## config.mk

```make
export PLATFORM = sky130hd
export DESIGN_NAME = front_end
export DESIGN_NICKNAME = d
export VERILOG_FILES = /design/src/hdl/cpu_pkg.sv /design/src/hdl/inst_queue.sv /design/src/hdl/idu_1.sv /design/src/hdl/issue.sv /design/src/hdl/front_end.sv
export VERILOG_INCLUDE_DIRS = /design/src /design/src/hdl
export SDC_FILE = /design/constraint.sdc
export NUM_CORES = 1
export LEC_CHECK = 0
export ABC_AREA = 1
export BUFFER_PORTS_ARGS = -buffer_cell sky130_fd_sc_hd__buf_2
export CORE_ASPECT_RATIO = 0.7
export CORE_MARGIN = 2
export CORE_UTILIZATION = 59
export DETAILED_ROUTE_END_ITERATION = 8
export GPL_ROUTABILITY_DRIVEN = 0
export GPL_TIMING_DRIVEN = 1
export HOLD_SLACK_MARGIN = 0.06
export PLACE_DENSITY = 0.86
export SYNTH_ARGS = -nofsm -noshare
export SYNTH_HDL_FRONTEND = slang
export SYNTH_HIERARCHICAL = 1
export SYNTH_SLANG_ARGS = --single-unit
```

## constraint.sdc

```tcl
create_clock -name clk -period 7.9 [get_ports clk]
set_input_delay 1.185 -clock clk [delete_from_list [all_inputs] [get_ports clk]]
set_output_delay 1.185 -clock clk [all_outputs]
set_load 0.005 [all_outputs]
```

## src/hdl/cpu_macros.svh

```systemverilog
`ifndef CPU_MACROS_SVH
`define CPU_MACROS_SVH

// instruction queue holds 2**IQ_DEPTH_LOG2 entries
`define IQ_DEPTH_LOG2 3
`define IQ_DEPTH      (1 << `IQ_DEPTH_LOG2)

// register numbers with a fixed role
`define REG_ZERO 5'd0
`define REG_RA   5'd31

`endif

```

## src/hdl/cpu_pkg.sv

```systemverilog
`default_nettype none

package cpu_pkg;

    // ********************
    // widths with a meaning
    typedef logic [31:0] word_t;          // pc or instruction
    typedef logic [63:0] fetch_entry_t;   // {pc, inst}
    typedef logic [4:0]  reg_addr_t;
    typedef logic [15:0] imme_t;
    typedef logic [25:0] j_imme_t;
    typedef logic [31:0] count_t;

    // ********************
    // primary opcodes of the decoded subset
    typedef enum logic [5:0] {
        OP_SPECIAL = 6'h00,
        OP_J       = 6'h02,
        OP_JAL     = 6'h03,
        OP_BEQ     = 6'h04,
        OP_BNE     = 6'h05,
        OP_ADDIU   = 6'h09,
        OP_ANDI    = 6'h0c,
        OP_ORI     = 6'h0d,
        OP_LUI     = 6'h0f,
        OP_LW      = 6'h23,
        OP_SW      = 6'h2b
    } opcode_t;

    // function field under OP_SPECIAL
    typedef enum logic [5:0] {
        FN_SLL   = 6'h00,
        FN_SRL   = 6'h02,
        FN_JR    = 6'h08,
        FN_JALR  = 6'h09,
        FN_MFHI  = 6'h10,
        FN_MTHI  = 6'h11,
        FN_MFLO  = 6'h12,
        FN_MTLO  = 6'h13,
        FN_MULT  = 6'h18,
        FN_MULTU = 6'h19,
        FN_DIV   = 6'h1a,
        FN_DIVU  = 6'h1b,
        FN_ADDU  = 6'h21,
        FN_SUBU  = 6'h23,
        FN_AND   = 6'h24,
        FN_OR    = 6'h25,
        FN_XOR   = 6'h26,
        FN_SLT   = 6'h2a
    } funct_t;

endpackage

`default_nettype wire

```

## src/hdl/inst_queue.sv

```systemverilog
`default_nettype none

`include "cpu_macros.svh"

module inst_queue (
    input  logic                  clk,
    input  logic                  rst,
    input  logic                  push,
    input  cpu_pkg::fetch_entry_t push_data,
    input  logic                  pop_1,
    input  logic                  pop_2,
    output cpu_pkg::fetch_entry_t head_1,
    output cpu_pkg::fetch_entry_t head_2,
    output logic                  head_1_ok,
    output logic                  head_2_ok,
    output logic                  full
);

    localparam int DEPTH = `IQ_DEPTH;

    typedef logic [`IQ_DEPTH_LOG2-1:0] ptr_t;
    typedef logic [`IQ_DEPTH_LOG2:0]   cnt_t;   // one extra bit to hold DEPTH

    cpu_pkg::fetch_entry_t mem [DEPTH];

    ptr_t       wr_ptr;
    ptr_t       rd_ptr;
    cnt_t       count;
    logic       wr_en;
    logic [1:0] pop_num;

    // a push into a full queue is dropped
    assign wr_en   = push && !full;
    assign pop_num = pop_1 ? (pop_2 ? 2'd2 : 2'd1) : 2'd0;

    // ********************
    // storage
    always_ff @(posedge clk) begin
        if (wr_en) begin
            mem[wr_ptr] <= push_data;
        end
    end

    // ********************
    // pointers and occupancy
    always_ff @(posedge clk) begin
        if (rst) begin
            wr_ptr <= '0;
            rd_ptr <= '0;
            count  <= '0;
        end else begin
            if (wr_en) begin
                wr_ptr <= wr_ptr + ptr_t'(1);
            end
            rd_ptr <= rd_ptr + ptr_t'(pop_num);   // wraps with the buffer
            count  <= count + cnt_t'(wr_en) - cnt_t'(pop_num);
        end
    end

    // two oldest entries
    assign head_1 = mem[rd_ptr];
    assign head_2 = mem[rd_ptr + ptr_t'(1)];

    assign head_1_ok = (count != '0);
    assign head_2_ok = (count >= cnt_t'(2));
    assign full      = (count == cnt_t'(DEPTH));

endmodule

`default_nettype wire

```

## src/hdl/idu_1.sv

```systemverilog
`default_nettype none

`include "cpu_macros.svh"

module idu_1 (
    input  cpu_pkg::word_t     inst,
    output cpu_pkg::reg_addr_t rs,
    output cpu_pkg::reg_addr_t rt,
    output cpu_pkg::reg_addr_t rd,
    output cpu_pkg::reg_addr_t sa,
    output cpu_pkg::reg_addr_t w_reg_dst,
    output cpu_pkg::imme_t     imme,
    output cpu_pkg::j_imme_t   j_imme,
    output logic               w_reg_ena,
    output logic               is_branch,
    output logic               is_j_imme,
    output logic               is_jr,
    output logic               is_ls,
    output logic               is_hilo
);

    logic [5:0] opcode;
    logic [5:0] funct;

    assign opcode = inst[31:26];
    assign funct  = inst[5:0];

    // raw fields
    assign rs     = inst[25:21];
    assign rt     = inst[20:16];
    assign rd     = inst[15:11];
    assign sa     = inst[10:6];
    assign imme   = inst[15:0];
    assign j_imme = inst[25:0];

    always_comb begin
        w_reg_ena = 1'b0;
        w_reg_dst = `REG_ZERO;
        is_branch = 1'b0;
        is_j_imme = 1'b0;
        is_jr     = 1'b0;
        is_ls     = 1'b0;
        is_hilo   = 1'b0;

        case (opcode)
            // ********************
            // R-type
            cpu_pkg::OP_SPECIAL: begin
                w_reg_dst = rd;
                case (funct)
                    cpu_pkg::FN_ADDU,
                    cpu_pkg::FN_SUBU,
                    cpu_pkg::FN_AND,
                    cpu_pkg::FN_OR,
                    cpu_pkg::FN_XOR,
                    cpu_pkg::FN_SLT,
                    cpu_pkg::FN_SLL,
                    cpu_pkg::FN_SRL: w_reg_ena = 1'b1;
                    cpu_pkg::FN_JR: is_jr = 1'b1;
                    cpu_pkg::FN_JALR: begin
                        is_jr     = 1'b1;
                        w_reg_ena = 1'b1;   // link goes to rd
                    end
                    cpu_pkg::FN_MFHI,
                    cpu_pkg::FN_MFLO: begin
                        is_hilo   = 1'b1;
                        w_reg_ena = 1'b1;
                    end
                    cpu_pkg::FN_MTHI,
                    cpu_pkg::FN_MTLO,
                    cpu_pkg::FN_MULT,
                    cpu_pkg::FN_MULTU,
                    cpu_pkg::FN_DIV,
                    cpu_pkg::FN_DIVU: is_hilo = 1'b1;
                    default: begin
                    end
                endcase
            end

            // ********************
            // I-type
            cpu_pkg::OP_ADDIU,
            cpu_pkg::OP_ANDI,
            cpu_pkg::OP_ORI,
            cpu_pkg::OP_LUI: begin
                w_reg_ena = 1'b1;
                w_reg_dst = rt;
            end
            cpu_pkg::OP_LW: begin
                is_ls     = 1'b1;
                w_reg_ena = 1'b1;
                w_reg_dst = rt;
            end
            cpu_pkg::OP_SW:  is_ls     = 1'b1;   // no register write
            cpu_pkg::OP_BEQ,
            cpu_pkg::OP_BNE: is_branch = 1'b1;

            // ********************
            // J-type
            cpu_pkg::OP_J:   is_j_imme = 1'b1;
            cpu_pkg::OP_JAL: begin
                is_j_imme = 1'b1;
                w_reg_ena = 1'b1;
                w_reg_dst = `REG_RA;
            end
            default: begin
            end
        endcase
    end

endmodule

`default_nettype wire

```

## src/hdl/issue.sv

```systemverilog
`default_nettype none

`include "cpu_macros.svh"

module issue (
    input  logic                  clk,
    input  logic                  rst,
    input  logic                  stall,
    input  logic                  head_1_ok,
    input  logic                  head_2_ok,
    input  cpu_pkg::fetch_entry_t head_1,
    input  cpu_pkg::fetch_entry_t head_2,
    output logic                  pop_1,
    output logic                  pop_2,

    // slot 1
    output logic                  valid_1,
    output cpu_pkg::word_t        pc_1,
    output cpu_pkg::word_t        inst_1,
    output cpu_pkg::reg_addr_t    rs_1,
    output cpu_pkg::reg_addr_t    rt_1,
    output cpu_pkg::reg_addr_t    rd_1,
    output cpu_pkg::reg_addr_t    sa_1,
    output logic                  w_reg_ena_1,
    output cpu_pkg::reg_addr_t    w_reg_dst_1,
    output cpu_pkg::imme_t        imme_1,
    output cpu_pkg::j_imme_t      j_imme_1,
    output logic                  is_branch_1,
    output logic                  is_j_imme_1,
    output logic                  is_jr_1,
    output logic                  is_ls_1,

    // slot 2
    output logic                  valid_2,
    output cpu_pkg::word_t        pc_2,
    output cpu_pkg::word_t        inst_2,
    output cpu_pkg::reg_addr_t    rs_2,
    output cpu_pkg::reg_addr_t    rt_2,
    output cpu_pkg::reg_addr_t    rd_2,
    output cpu_pkg::reg_addr_t    sa_2,
    output logic                  w_reg_ena_2,
    output cpu_pkg::reg_addr_t    w_reg_dst_2,
    output cpu_pkg::imme_t        imme_2,
    output cpu_pkg::j_imme_t      j_imme_2,
    output logic                  is_branch_2,
    output logic                  is_j_imme_2,
    output logic                  is_jr_2,
    output logic                  is_ls_2,

    output cpu_pkg::count_t       issue_count,
    output cpu_pkg::count_t       pair_count
);

    logic is_hilo_1;
    logic jmp_1;
    logic jmp_2;
    logic raw_hazard;

    assign pc_1   = head_1[63:32];
    assign inst_1 = head_1[31:0];
    assign pc_2   = head_2[63:32];
    assign inst_2 = head_2[31:0];

    idu_1 dec_1 (
        .inst      (inst_1),
        .rs        (rs_1),
        .rt        (rt_1),
        .rd        (rd_1),
        .sa        (sa_1),
        .w_reg_dst (w_reg_dst_1),
        .imme      (imme_1),
        .j_imme    (j_imme_1),
        .w_reg_ena (w_reg_ena_1),
        .is_branch (is_branch_1),
        .is_j_imme (is_j_imme_1),
        .is_jr     (is_jr_1),
        .is_ls     (is_ls_1),
        .is_hilo   (is_hilo_1)
    );

    idu_1 dec_2 (
        .inst      (inst_2),
        .rs        (rs_2),
        .rt        (rt_2),
        .rd        (rd_2),
        .sa        (sa_2),
        .w_reg_dst (w_reg_dst_2),
        .imme      (imme_2),
        .j_imme    (j_imme_2),
        .w_reg_ena (w_reg_ena_2),
        .is_branch (is_branch_2),
        .is_j_imme (is_j_imme_2),
        .is_jr     (is_jr_2),
        .is_ls     (is_ls_2),
        .is_hilo   ()             // slot 2 hi/lo never splits a pair
    );

    // ********************
    // pairing
    assign jmp_1 = is_branch_1 | is_j_imme_1 | is_jr_1;
    assign jmp_2 = is_branch_2 | is_j_imme_2 | is_jr_2;

    // slot 2 reads what slot 1 writes, register 0 excluded
    assign raw_hazard = w_reg_ena_1 && (w_reg_dst_1 != `REG_ZERO)
                     && ((w_reg_dst_1 == rs_2) || (w_reg_dst_1 == rt_2));

    always_comb begin
        valid_1 = 1'b0;
        valid_2 = 1'b0;
        if (!stall && head_1_ok) begin
            valid_1 = 1'b1;
            if (jmp_1) begin
                valid_2 = head_2_ok;            // keep delay slot with its jump
            end else if (head_2_ok && raw_hazard) begin
                valid_2 = 1'b0;
            end else if (is_ls_1 || jmp_2 || is_hilo_1) begin
                valid_2 = 1'b0;
            end else begin
                valid_2 = head_2_ok;
            end
        end
    end

    assign pop_1 = valid_1;
    assign pop_2 = valid_2;

    // ********************
    // performance counters
    always_ff @(posedge clk) begin
        if (rst) begin
            issue_count <= '0;
            pair_count  <= '0;
        end else begin
            issue_count <= issue_count + cpu_pkg::count_t'(valid_1)
                                       + cpu_pkg::count_t'(valid_2);
            if (valid_1 && valid_2) begin
                pair_count <= pair_count + cpu_pkg::count_t'(1);
            end
        end
    end

endmodule

`default_nettype wire

```

## src/hdl/front_end.sv

```systemverilog
`default_nettype none

module front_end (
    input  logic                  clk,
    input  logic                  rst,
    input  logic                  push,
    input  cpu_pkg::fetch_entry_t push_data,
    input  logic                  stall,
    output logic                  full,

    output logic                  valid_1,
    output cpu_pkg::word_t        pc_1,
    output cpu_pkg::word_t        inst_1,
    output cpu_pkg::reg_addr_t    rs_1,
    output cpu_pkg::reg_addr_t    rt_1,
    output cpu_pkg::reg_addr_t    rd_1,
    output cpu_pkg::reg_addr_t    sa_1,
    output logic                  w_reg_ena_1,
    output cpu_pkg::reg_addr_t    w_reg_dst_1,
    output cpu_pkg::imme_t        imme_1,
    output cpu_pkg::j_imme_t      j_imme_1,
    output logic                  is_branch_1,
    output logic                  is_j_imme_1,
    output logic                  is_jr_1,
    output logic                  is_ls_1,

    output logic                  valid_2,
    output cpu_pkg::word_t        pc_2,
    output cpu_pkg::word_t        inst_2,
    output cpu_pkg::reg_addr_t    rs_2,
    output cpu_pkg::reg_addr_t    rt_2,
    output cpu_pkg::reg_addr_t    rd_2,
    output cpu_pkg::reg_addr_t    sa_2,
    output logic                  w_reg_ena_2,
    output cpu_pkg::reg_addr_t    w_reg_dst_2,
    output cpu_pkg::imme_t        imme_2,
    output cpu_pkg::j_imme_t      j_imme_2,
    output logic                  is_branch_2,
    output logic                  is_j_imme_2,
    output logic                  is_jr_2,
    output logic                  is_ls_2,

    output cpu_pkg::count_t       issue_count,
    output cpu_pkg::count_t       pair_count
);

    // queue to issue
    cpu_pkg::fetch_entry_t head_1;
    cpu_pkg::fetch_entry_t head_2;
    logic                  head_1_ok;
    logic                  head_2_ok;
    logic                  pop_1;
    logic                  pop_2;

    // port names line up on both sides
    inst_queue iq (.*);

    issue isu (.*);

endmodule

`default_nettype wire

```

### After elaboration in Yosys (flattened, before gate mapping)

Memory sizes are Yosys's and may differ from the RTL's. A register that Yosys moved wholly into a read port is not among the register bits.
Cells that the tools add are included.

| word-level totals | value |
|---|---|
| flip-flop bits (word level) | 74 |
| bits in writable memories | 512 |
| output and inout bits | 339 |
| memories kept | 1 |

| cells by class | value |
|---|---|
| $add $sub $neg | 8 |
| magnitude comparators | 1 |
| equality and inequality tests | 51 |
| muxes and demuxes | 28 |
| bitwise logic cells | 4 |
| reduce and logical (&&, ||, !) cells | 32 |

Memories:

| memory | depth | width | rd ports | clocked after Yosys merged registers in | write ports | line | text |
|---|---|---|---|---|---|---|---|
| iq.mem | 8 | 64 | 2 | 1 | 1 | inst_queue.sv:24 | `cpu_pkg::fetch_entry_t mem [DEPTH];` |

Operators by type and width:

| cell | count |
|---|---|
| $eq A6 B6 Y1 const B | 16 |
| $eq A6 B4 Y1 const B | 12 |
| $add A32 B1 Y32 | 2 |
| $eq A6 B5 Y1 const B | 10 |
| $eq A6 B2 Y1 const B | 6 |
| $add A32 B1 Y32 const B | 1 |
| $pmux W5 S3 | 2 |
| $eq A6 B3 Y1 const B | 4 |
| $logic_not A6 Y1 | 4 |
| $reduce_or A11 Y1 | 2 |
| $mux W1 | 21 |
| $reduce_or A2 Y1 | 8 |
| $reduce_or A6 Y1 | 2 |
| $eq A5 B5 Y1 | 2 |
| $reduce_or A5 Y1 | 2 |
| $reduce_or A8 Y1 | 1 |
| $add A3 B1 Y3 const B | 2 |
| $logic_and A1 B1 Y1 | 6 |
| $reduce_bool A5 Y1 | 1 |
| $add A4 B1 Y4 | 1 |
| $eq A4 B4 Y1 const B | 1 |
| $ge A4 B2 Y1 const B | 1 |
| $mux W2 | 2 |
| $or A1 B1 Y1 | 4 |
| 7 further kinds | 11 |

### Logic depth before layout (Yosys ltp)

Gate-level depths: netlist (run 1).
An unclocked memory read counts as a cell.

| logic depth | value |
|---|---|
| word-level depth | 17 |
| depth in mapped cells | 41 |

### Cells and area by module

Netlist (run 1), hierarchy kept.

Modules (own cells, without submodules):

| module | instances | cells each | area an instance (um^2) | sequential area each (um^2) |
|---|---|---|---|---|
| inst_queue | 1 | 3492 | 28034.4 | 15574.9 |
| issue | 1 | 761 | 4941.0 | 1281.2 |
| idu_1 | 2 | 128 | 787.0 | 0.0 |

### Least setup slack after synthesis (run 1)

Ideal clock, no wire load.

| timing | value |
|---|---|
| path type | input port to flip-flop |
| start point | in push |
| end point | mem iq/mem[6][0] in the netlist's numbering (enable) |
| arrival time | 5.653 ns |
| data required time | 7.335 ns |
| setup slack | 1.682 ns |
| cell stages on the path | 2 |
| buffers on the path | 0 |
| cell sequence | nand2_1 -> nor3_1 |

| on the way | value |
|---|---|
| longest elaborated chain between the ends | 3 |

RTL lines:

| element | line | text |
|---|---|---|
| start: declaration | front_end.sv:6 | `input logic push,` |
| $logic_and A1 B1 Y1 | inst_queue.sv:33 | `assign wr_en = push && !full;` |
| $mux W1 | inst_queue.sv:39 | `if (wr_en) begin` |
| $mux W1 (not written as such) | inst_queue.sv:40 | `mem[wr_ptr] <= push_data;` |
| end: declaration | inst_queue.sv:24 |  |

Every way passes these cells.

### Worst setup path in the final report (run 1)

| timing | value |
|---|---|
| start point | reg iq.rd_ptr[0] |
| end point | out valid_2 |

| on the way | value |
|---|---|
| longest elaborated chain between the ends | 13 |

RTL lines:

| element | line | text |
|---|---|---|
| start: declaration | inst_queue.sv:27 | `ptr_t rd_ptr;` |
| start signal: assignment | inst_queue.sv:55 | `rd_ptr <= rd_ptr + ptr_t'(pop_num);` |
| $add A3 B1 Y3 (*) | inst_queue.sv:62 | `assign head_2 = mem[rd_ptr + ptr_t'(1)];` |
| $mem_v2 Z8 W64 (*) | n/a |  |
| $eq A6 B3 Y1 (tied with other cells) | idu_1.sv:45 | `case (opcode)` |
| $reduce_or A2 Y1 (on tied branches) | n/a |  |
| $mux W1 (on tied branches) | idu_1.sv:45, idu_1.sv:50 |  |
| $or A1 B1 Y1 / $mux W1 (equally long branches) | issue.sv:101, idu_1.sv:45 |  |
| $or A1 B1 Y1 | issue.sv:101 | `assign jmp_2 = is_branch_2 \| is_j_imme_2 \| is_jr_2;` |
| $logic_or A1 B1 Y1 (2 in a row) | issue.sv:116 | `end else if (is_ls_1 \|\| jmp_2 \|\| is_hilo_1) begin` |
| $mux W1 | issue.sv:116 |  |
| $mux W1 (*) | issue.sv:114 | `end else if (head_2_ok && raw_hazard) begin` |
| $mux W1 (*) | issue.sv:112 | `if (jmp_1) begin` |
| $mux W1 (*) | issue.sv:110 | `if (!stall && head_1_ok) begin` |
| end: declaration | front_end.sv:27 | `output logic valid_2,` |

Every way passes the cells marked *; elsewhere a longest branch is shown, timed or not.

==> flow_metrics.env, run 1 <==
export IMPL_drt_iter0_drc=4013
export IMPL_portBuffers=406
export IMPL_timing_critical_path_to_type="output port"
export IMPL_die_height_um=206
export IMPL_finalHoldViolCount=0
export IMPL_vias=29300
export IMPL_critical_path_max_stage_delay_ns=0.88
export IMPL_synth_cell_area_sq_um=34500
export IMPL_setup_viol=0
export IMPL_report_power_total_uw=14300
export IMPL_outcome="complete, no violations"
export IMPL_final_util_pct=63.1
export IMPL_design_die_area_sq_um=60500
export IMPL_grt_usage_pct=30.3
export IMPL_numClockSinks=586
export IMPL_setup_tns_ns=0
export IMPL_syn_inst=4507
export IMPL_cts_resized_gates=0
export IMPL_h_tree_depth=2
export IMPL_initial_core_util_pct=59.5
export IMPL_worst_skew_pair_latency_ns=0.65
export IMPL_cts_tree="built"
export IMPL_worstHoldPathCells=2
export IMPL_crit_arrival_ns=6.01
export IMPL_dr_vias_cell=5.46
export IMPL_critical_path_top_delay_family="simple AND/OR/NAND/NOR gates"
export IMPL_max_vdd_ir_drop_v=0.000419
export IMPL_cts_hold_buf=0
export IMPL_clock_skew_ns=0.0256
export IMPL_max_slew_margin_vs_limit_pct=20.3
export IMPL_worst_hold_path_type="reg2reg"
export IMPL_die_w_um=293
export IMPL_cp_num_cells=26
export IMPL_drc=0
export IMPL_synthesis_nets=4591
export IMPL_rsz0062_at_grt="no"
export IMPL_num_io_pins=407
export IMPL_cts_post_setup_buffers_inserted=0
export IMPL_ratio_of_cells_with_drive_above_1_in_the_final_layout_pct=13.3
export IMPL_detailedPlacementHpwl_mm=55.8
export IMPL_cts_buffer_depth=3
export IMPL_power_density_nw_per_um2=392
export IMPL_worst_slew_pin_transition_ns=1.20
export IMPL_max_freq_mhz=139
export IMPL_wire_length_of_the_first_global_routing_pass_mm=142
export IMPL_synth_avg_cell_area_sq_um=7.66
export IMPL_timing_worst_setup_path_type="reg2out"
export IMPL_timing_max_transition_violations_final=0
export IMPL_final_setup_worst_slack_ns=0.707
export IMPL_static_leakage_power_uw=0.0177
export IMPL_finalCritPeriodShare_pct=91.1
export IMPL_fp_row_count=74
export IMPL_globalRouteOverflowTotal=0
export IMPL_worst_ep_required_time_ns=6.71
export IMPL_routed_wl_mm=94.2
export IMPL_worst_r2r_path_depth=33
export IMPL_fillerInstances=4660
export IMPL_worst_path_max_fanout=209
export IMPL_crit_top_cell="sky130_fd_sc_hd__nand2_1"
export IMPL_cts_buffers_inserted=59
export IMPL_cp_num_buf_inv=6
export IMPL_syn_to_final_growth_pct=6.00
export IMPL_drt_antenna_violating_nets=0
export IMPL_final_period_minus_worst_setup_slack_ns=7.19
export IMPL_detailedPlace_worstSlack_ns=1.45
export IMPL_critical_path_startpoint_type="flip-flop"
export IMPL_vias_in_the_first_global_route=26200
export IMPL_post_drt_wl_per_cell_um=17.6
export IMPL_ys_warn_count=6
export IMPL_drt_first_pass_iters=7
export IMPL_initial_antenna_violation_count=9
export IMPL_largest_net_degree_at_the_start_of_global_routing=256
export IMPL_fin_nets=4631
export IMPL_drv_max_cap_violation_count=0
export IMPL_cpMaxStageDelayCell="sky130_fd_sc_hd__dfxtp_4"
export IMPL_cts_root_buf="sky130_fd_sc_hd__clkbuf_16"
export IMPL_holdWs_ns=0.492
export IMPL_placeableCoreArea_sq_um=58100
export IMPL_register_clock_pin_slew_on_the_reported_worst_setup_and_hold_paths_ns=0.06
## cells in the final DEF (no fill, tap or decap), types with 4 or more instances in the layout
master and n:
sky130_fd_sc_hd__clkbuf_16 60, sky130_fd_sc_hd__nand4_1 16, sky130_fd_sc_hd__clkbuf_1 4, sky130_fd_sc_hd__nand3b_1 10
sky130_fd_sc_hd__nor3_2 6, sky130_fd_sc_hd__xor2_1 22, sky130_fd_sc_hd__inv_2 14, sky130_fd_sc_hd__ha_1 12
sky130_fd_sc_hd__o21ai_0 6, sky130_fd_sc_hd__inv_1 604, sky130_fd_sc_hd__nand3_1 580, sky130_fd_sc_hd__nand2_1 1919
sky130_fd_sc_hd__or2_0 4, sky130_fd_sc_hd__edfxtp_1 512, sky130_fd_sc_hd__clkbuf_8 5, sky130_fd_sc_hd__nor2_4 7
sky130_fd_sc_hd__clkinv_1 13, sky130_fd_sc_hd__diode_2 10, sky130_fd_sc_hd__a21oi_1 56, sky130_fd_sc_hd__clkinv_2 18
sky130_fd_sc_hd__nand3_2 4, sky130_fd_sc_hd__buf_2 406, sky130_fd_sc_hd__nor2_1 111, sky130_fd_sc_hd__nor3_1 23
sky130_fd_sc_hd__xnor2_1 7, sky130_fd_sc_hd__nand2_2 8, sky130_fd_sc_hd__buf_4 36, sky130_fd_sc_hd__nor2_2 12
sky130_fd_sc_hd__dfxtp_1 71
## metal layers
metal / vias to the layer above / routed length (um) / GRT usage (%)
met3: 309 / 11800 / 7.08
met5: - / 34 / 0
met4: 6 / 4080 / 13.3
li1: 13900 / - / -
met2: 1814 / 41200 / 46.7
met1: 13300 / 37100 / 41.2
## where the power goes
group	internal (uW)	switching [uW]	total (uW)
Sequential	3560	180	3740
Clock	1510	1220	2730
Combinational	2550	5330	7880
Total	7620	6730	14300
## worst paths after layout
kind	startpoint	endpoint	slack, ns
min	isu/issue_count[31]$_SDFF_PP0_	isu/issue_count[31]$_SDFF_PP0_	0.49
min reg2reg	isu/issue_count[31]$_SDFF_PP0_	isu/issue_count[31]$_SDFF_PP0_	0.49
max reg2reg	iq/rd_ptr[0]$_SDFF_PP0_	iq/count[2]$_SDFF_PP0_	1.27
max	iq/rd_ptr[0]$_SDFF_PP0_	valid_2	0.71
## layout make-up
| class | count | area, sq um | share of cell area [%] |
|---|---|---|---|
| sequential | 586 | 16900 | 46.1 |
| multi-input combinational | 2831 | 12200 | 33.3 |
| inverter | 625 | 2370 | 6.47 |
| timing repair buffer | 444 | 2340 | 6.40 |
| clock buffer | 71 | 1600 | 4.36 |
| tap | 760 | 951 | 2.60 |
| clock inverter | 37 | 273 | 0.745 |
| antenna | 10 | 25.0 | 0.0684 |
## worst register-to-register path, delay by kind of cell, from the launching register on
kind	cells	cell delay, ns
flops	1	0.88
simple gates	21	3.03
fa+ha+maj	3	0.78
compound gates	1	0.06
buf+inv	7	1.58
xor+xnor	1	0.16
## stage by stage
stage	area, sq um	cells
after floorplan	34500	4507
after global placement	34700	5246
after detailed placement	34700	5246
after CTS	36600	5354
after global routing	36600	5357
final	36600	5364
## flip-flops by register name (all words and copies together), names as in the netlist
name and count:
iq/mem 512, isu/issue_count 32, isu/pair_count 32, iq/count 4, iq/rd_ptr 3, iq/wr_ptr 3
(Power assumes the default switching activity.)
==> run 2, diff against run 1 <==
- ABC_AREA: 1 -> unset
- CORE_UTILIZATION: 59 -> 58
- PLACE_DENSITY: 0.86 -> 0.85
==> run 2 against run 1 <==
Net effect: power shrank 22%; routed wire length is 25% lower; non-clock buffer count fell by 19; via count is 43% lower; cell count down 51%; critical path depth shrank 14; area after synthesis down 15%; synthesized cell count down 61%; hold slack better by 0.0011 ns; clock-buffer cell count down 3; maximum frequency rose by 0.75%.
==> flow_metrics.env, run 2 <==
export IMPL_wirelength_met1_mm=26.7
export IMPL_topRoutingLayerUsed="met5"
export IMPL_ys_warn_count=6
export IMPL_timing_critical_path_to_type="output port"
export IMPL_portBuffers=406
export IMPL_ratio_of_cells_with_drive_above_1_in_the_final_layout_pct=47.1
export IMPL_outcome="complete, no violations"
export IMPL_worst_ep_required_time_ns=6.71
export IMPL_final_period_minus_worst_setup_slack_ns=7.14
export IMPL_dr_vias_cell=6.42
export IMPL_largest_register_ffs=512
export IMPL_syn_inst=1770
export IMPL_finalCritPeriodShare_pct=90.4
export IMPL_worst_skew_pair_latency_ns=0.60
export IMPL_drt_first_pass_iters=5
export IMPL_design_die_area_sq_um=52500
export IMPL_cts_hold_buf=0
export IMPL_power_density_nw_per_um2=353
export IMPL_synthesis_nets=1854
export IMPL_drc=0
export IMPL_routed_wl_mm=70.6
export IMPL_grt_usage_pct=26.5
export IMPL_cts_buffers_inserted=54
export IMPL_wire_length_of_the_first_global_routing_pass_mm=103
export IMPL_cts_post_setup_buffers_inserted=0
export IMPL_detailedPlacementHpwl_mm=44.6
export IMPL_cts_resized_gates=0
export IMPL_registers_top_by_ff_count="iq/mem"
export IMPL_num_io_pins=407
export IMPL_cts_buffer_depth=3
export IMPL_post_drt_wl_per_cell_um=26.9
export IMPL_synth_avg_cell_area_sq_um=16.6
export IMPL_synth_cell_area_sq_um=29400
export IMPL_worst_r2r_setup_slack_ns=1.16
export IMPL_timing_worst_setup_path_type="reg2out"
export IMPL_multiInputGateArea_sq_um=10100
export IMPL_max_vdd_ir_drop_v=0.000310
export IMPL_rsz0062_at_grt="no"
export IMPL_fp_row_count=68
export IMPL_vias=16800
export IMPL_h_tree_depth=2
export IMPL_largest_net_degree_at_the_start_of_global_routing=158
export IMPL_sequential_cell_area_sq_um=16900
export IMPL_initial_antenna_violation_count=8
export IMPL_place_detailed_instances=2521
export IMPL_layout_common_cells="512 x sky130_fd_sc_hd__edfxtp_1, 406 x sky130_fd_sc_hd__buf_2, 244 x sky130_fd_sc_hd__mux4_2, 131 x sky130_fd_sc_hd__mux2_2, 71 x sky130_fd_sc_hd__dfxtp_1"
export IMPL_regToRegStartpoint="iq/rd_ptr[0]$_SDFF_PP0_"
export IMPL_drt_iter0_drc=1808
export IMPL_finalHoldViolCount=0
export IMPL_vias_in_the_first_global_route=16600
export IMPL_max_slew_margin_vs_limit_pct=32.0
export IMPL_largestRegisters="iq/mem (512), isu/issue_count (32), isu/pair_count (32)"
export IMPL_crit_path_start="iq/rd_ptr[0]$_SDFF_PP0_"
export IMPL_worst_slew_pin_transition_ns=1.02
export IMPL_wl_met2_mm=34.3
export IMPL_worst_path_max_fanout=50
export IMPL_crit_reg2reg_capture="iq/count[3]$_SDFF_PP0_"
export IMPL_worst_r2r_path_depth=18
export IMPL_globalRouteOverflowTotal=0
export IMPL_drv_max_cap_violation_count=0
export IMPL_route_met3_wl_mm=7.41
export IMPL_die_height_um=192
export IMPL_initial_core_util_pct=59.2
export IMPL_layout_commonest_cell="sky130_fd_sc_hd__edfxtp_1"
export IMPL_drt_antenna_violating_nets=0
export IMPL_numClockSinks=586
export IMPL_syn_to_final_growth_pct=8.43
export IMPL_cts_tree="built"
export IMPL_setup_tns_ns=0
export IMPL_die_w_um=273
export IMPL_static_leakage_power_uw=0.0107
export IMPL_final_cells=2624
export IMPL_placeableCoreArea_sq_um=49600
export IMPL_crit_arrival_ns=5.95
export IMPL_critical_path_startpoint_type="flip-flop"
export IMPL_register_clock_pin_slew_on_the_reported_worst_setup_and_hold_paths_ns=0.07
export IMPL_timing_max_transition_violations_final=0
export IMPL_fin_nets=1996
export IMPL_fillerInstances=3324
export IMPL_setup_viol=0
export IMPL_worst_hold_path_type="reg2reg"
export IMPL_cts_root_buf="sky130_fd_sc_hd__clkbuf_16"
export IMPL_max_freq_mhz=140
export IMPL_clock_skew_ns=0.0134
export IMPL_crit_path_end="valid_2"
==> run 2: where the power goes <==
| part | switching, uW | leakage, uW | total, uW | internal [uW] |
|---|---|---|---|---|
| Combinational | 2540 | 0.00464 | 5000 | 2460 |
| Clock | 1140 | 0.000838 | 2550 | 1410 |
| Sequential | 148 | 0.00524 | 3680 | 3530 |
| Total | 3820 | 0.0107 | 11200 | 7400 |
==> run 2: cell type report <==
cell class	instances	share of cell area (%)
Clock inverter	30	0.704
Tap cell	665	2.61
Timing Repair Buffer	425	6.91
Clock buffer	68	4.71
Sequential cell	586	53.0
Inverter	26	0.307
Antenna cell	5	0.0393
Multi-Input combinational cell	819	31.7
==> run 2: worst min path at each step <==
| stage | to | depth (start not counted) | slack (ns) | from |
|---|---|---|---|---|
| floorplan | isu/pair_count[31]$_SDFFE_PP0P_ | 2 | 0.47 | isu/pair_count[31]$_SDFFE_PP0P_ |
| detailed placement | isu/pair_count[31]$_SDFFE_PP0P_ | 2 | 0.48 | isu/pair_count[31]$_SDFFE_PP0P_ |
| finish | isu/pair_count[31]$_SDFFE_PP0P_ | 2 | 0.49 | isu/pair_count[31]$_SDFFE_PP0P_ |
| global placement | isu/pair_count[31]$_SDFFE_PP0P_ | 2 | 0.47 | isu/pair_count[31]$_SDFFE_PP0P_ |
| CTS | isu/pair_count[31]$_SDFFE_PP0P_ | 2 | 0.49 | isu/pair_count[31]$_SDFFE_PP0P_ |
| global route | isu/pair_count[31]$_SDFFE_PP0P_ | 2 | 0.52 | isu/pair_count[31]$_SDFFE_PP0P_ |
==> run 2: worst max-delay path: stages, from the launching register on <==
cell	delay (ns)
sky130_fd_sc_hd__dfxtp_4	0.78
sky130_fd_sc_hd__ha_4	0.67
sky130_fd_sc_hd__mux4_2	0.40
sky130_fd_sc_hd__mux2_2	0.41
sky130_fd_sc_hd__or4_4	0.59
sky130_fd_sc_hd__nor3_4	0.42
sky130_fd_sc_hd__nand2_4	0.08
sky130_fd_sc_hd__nor4_2	0.31
sky130_fd_sc_hd__o21a_1	0.27
sky130_fd_sc_hd__nor2_1	0.06
sky130_fd_sc_hd__a21bo_2	0.72
sky130_fd_sc_hd__inv_1	0.36
sky130_fd_sc_hd__buf_2	0.24
==> run 2: routing by layer <==
metal	GRT usage (%)	vias up
met5	0	-
met4	9.17	6
met3	7.63	138
met2	42.8	927
met1	34.9	8676
li1	-	7091
==> run 2: through the flow <==
| step | hold WS (ns) | area (sq um) | total power, uW | setup WS (ns) | utilization [%] |
|---|---|---|---|---|---|
| after floorplan | 0.474 | 29400 | 8130 | 1.34 | - |
| after global placement | 0.469 | 30100 | 8630 | 1.50 | 60.7 |
| after detailed placement | 0.483 | 30100 | 8720 | 1.23 | 60.7 |
| after CTS | 0.493 | 31800 | 11300 | 0.806 | 64.1 |
| after global routing | 0.520 | 31800 | 11700 | 0.468 | 64.2 |
| final | 0.493 | 31800 | 11200 | 0.761 | 64.2 |
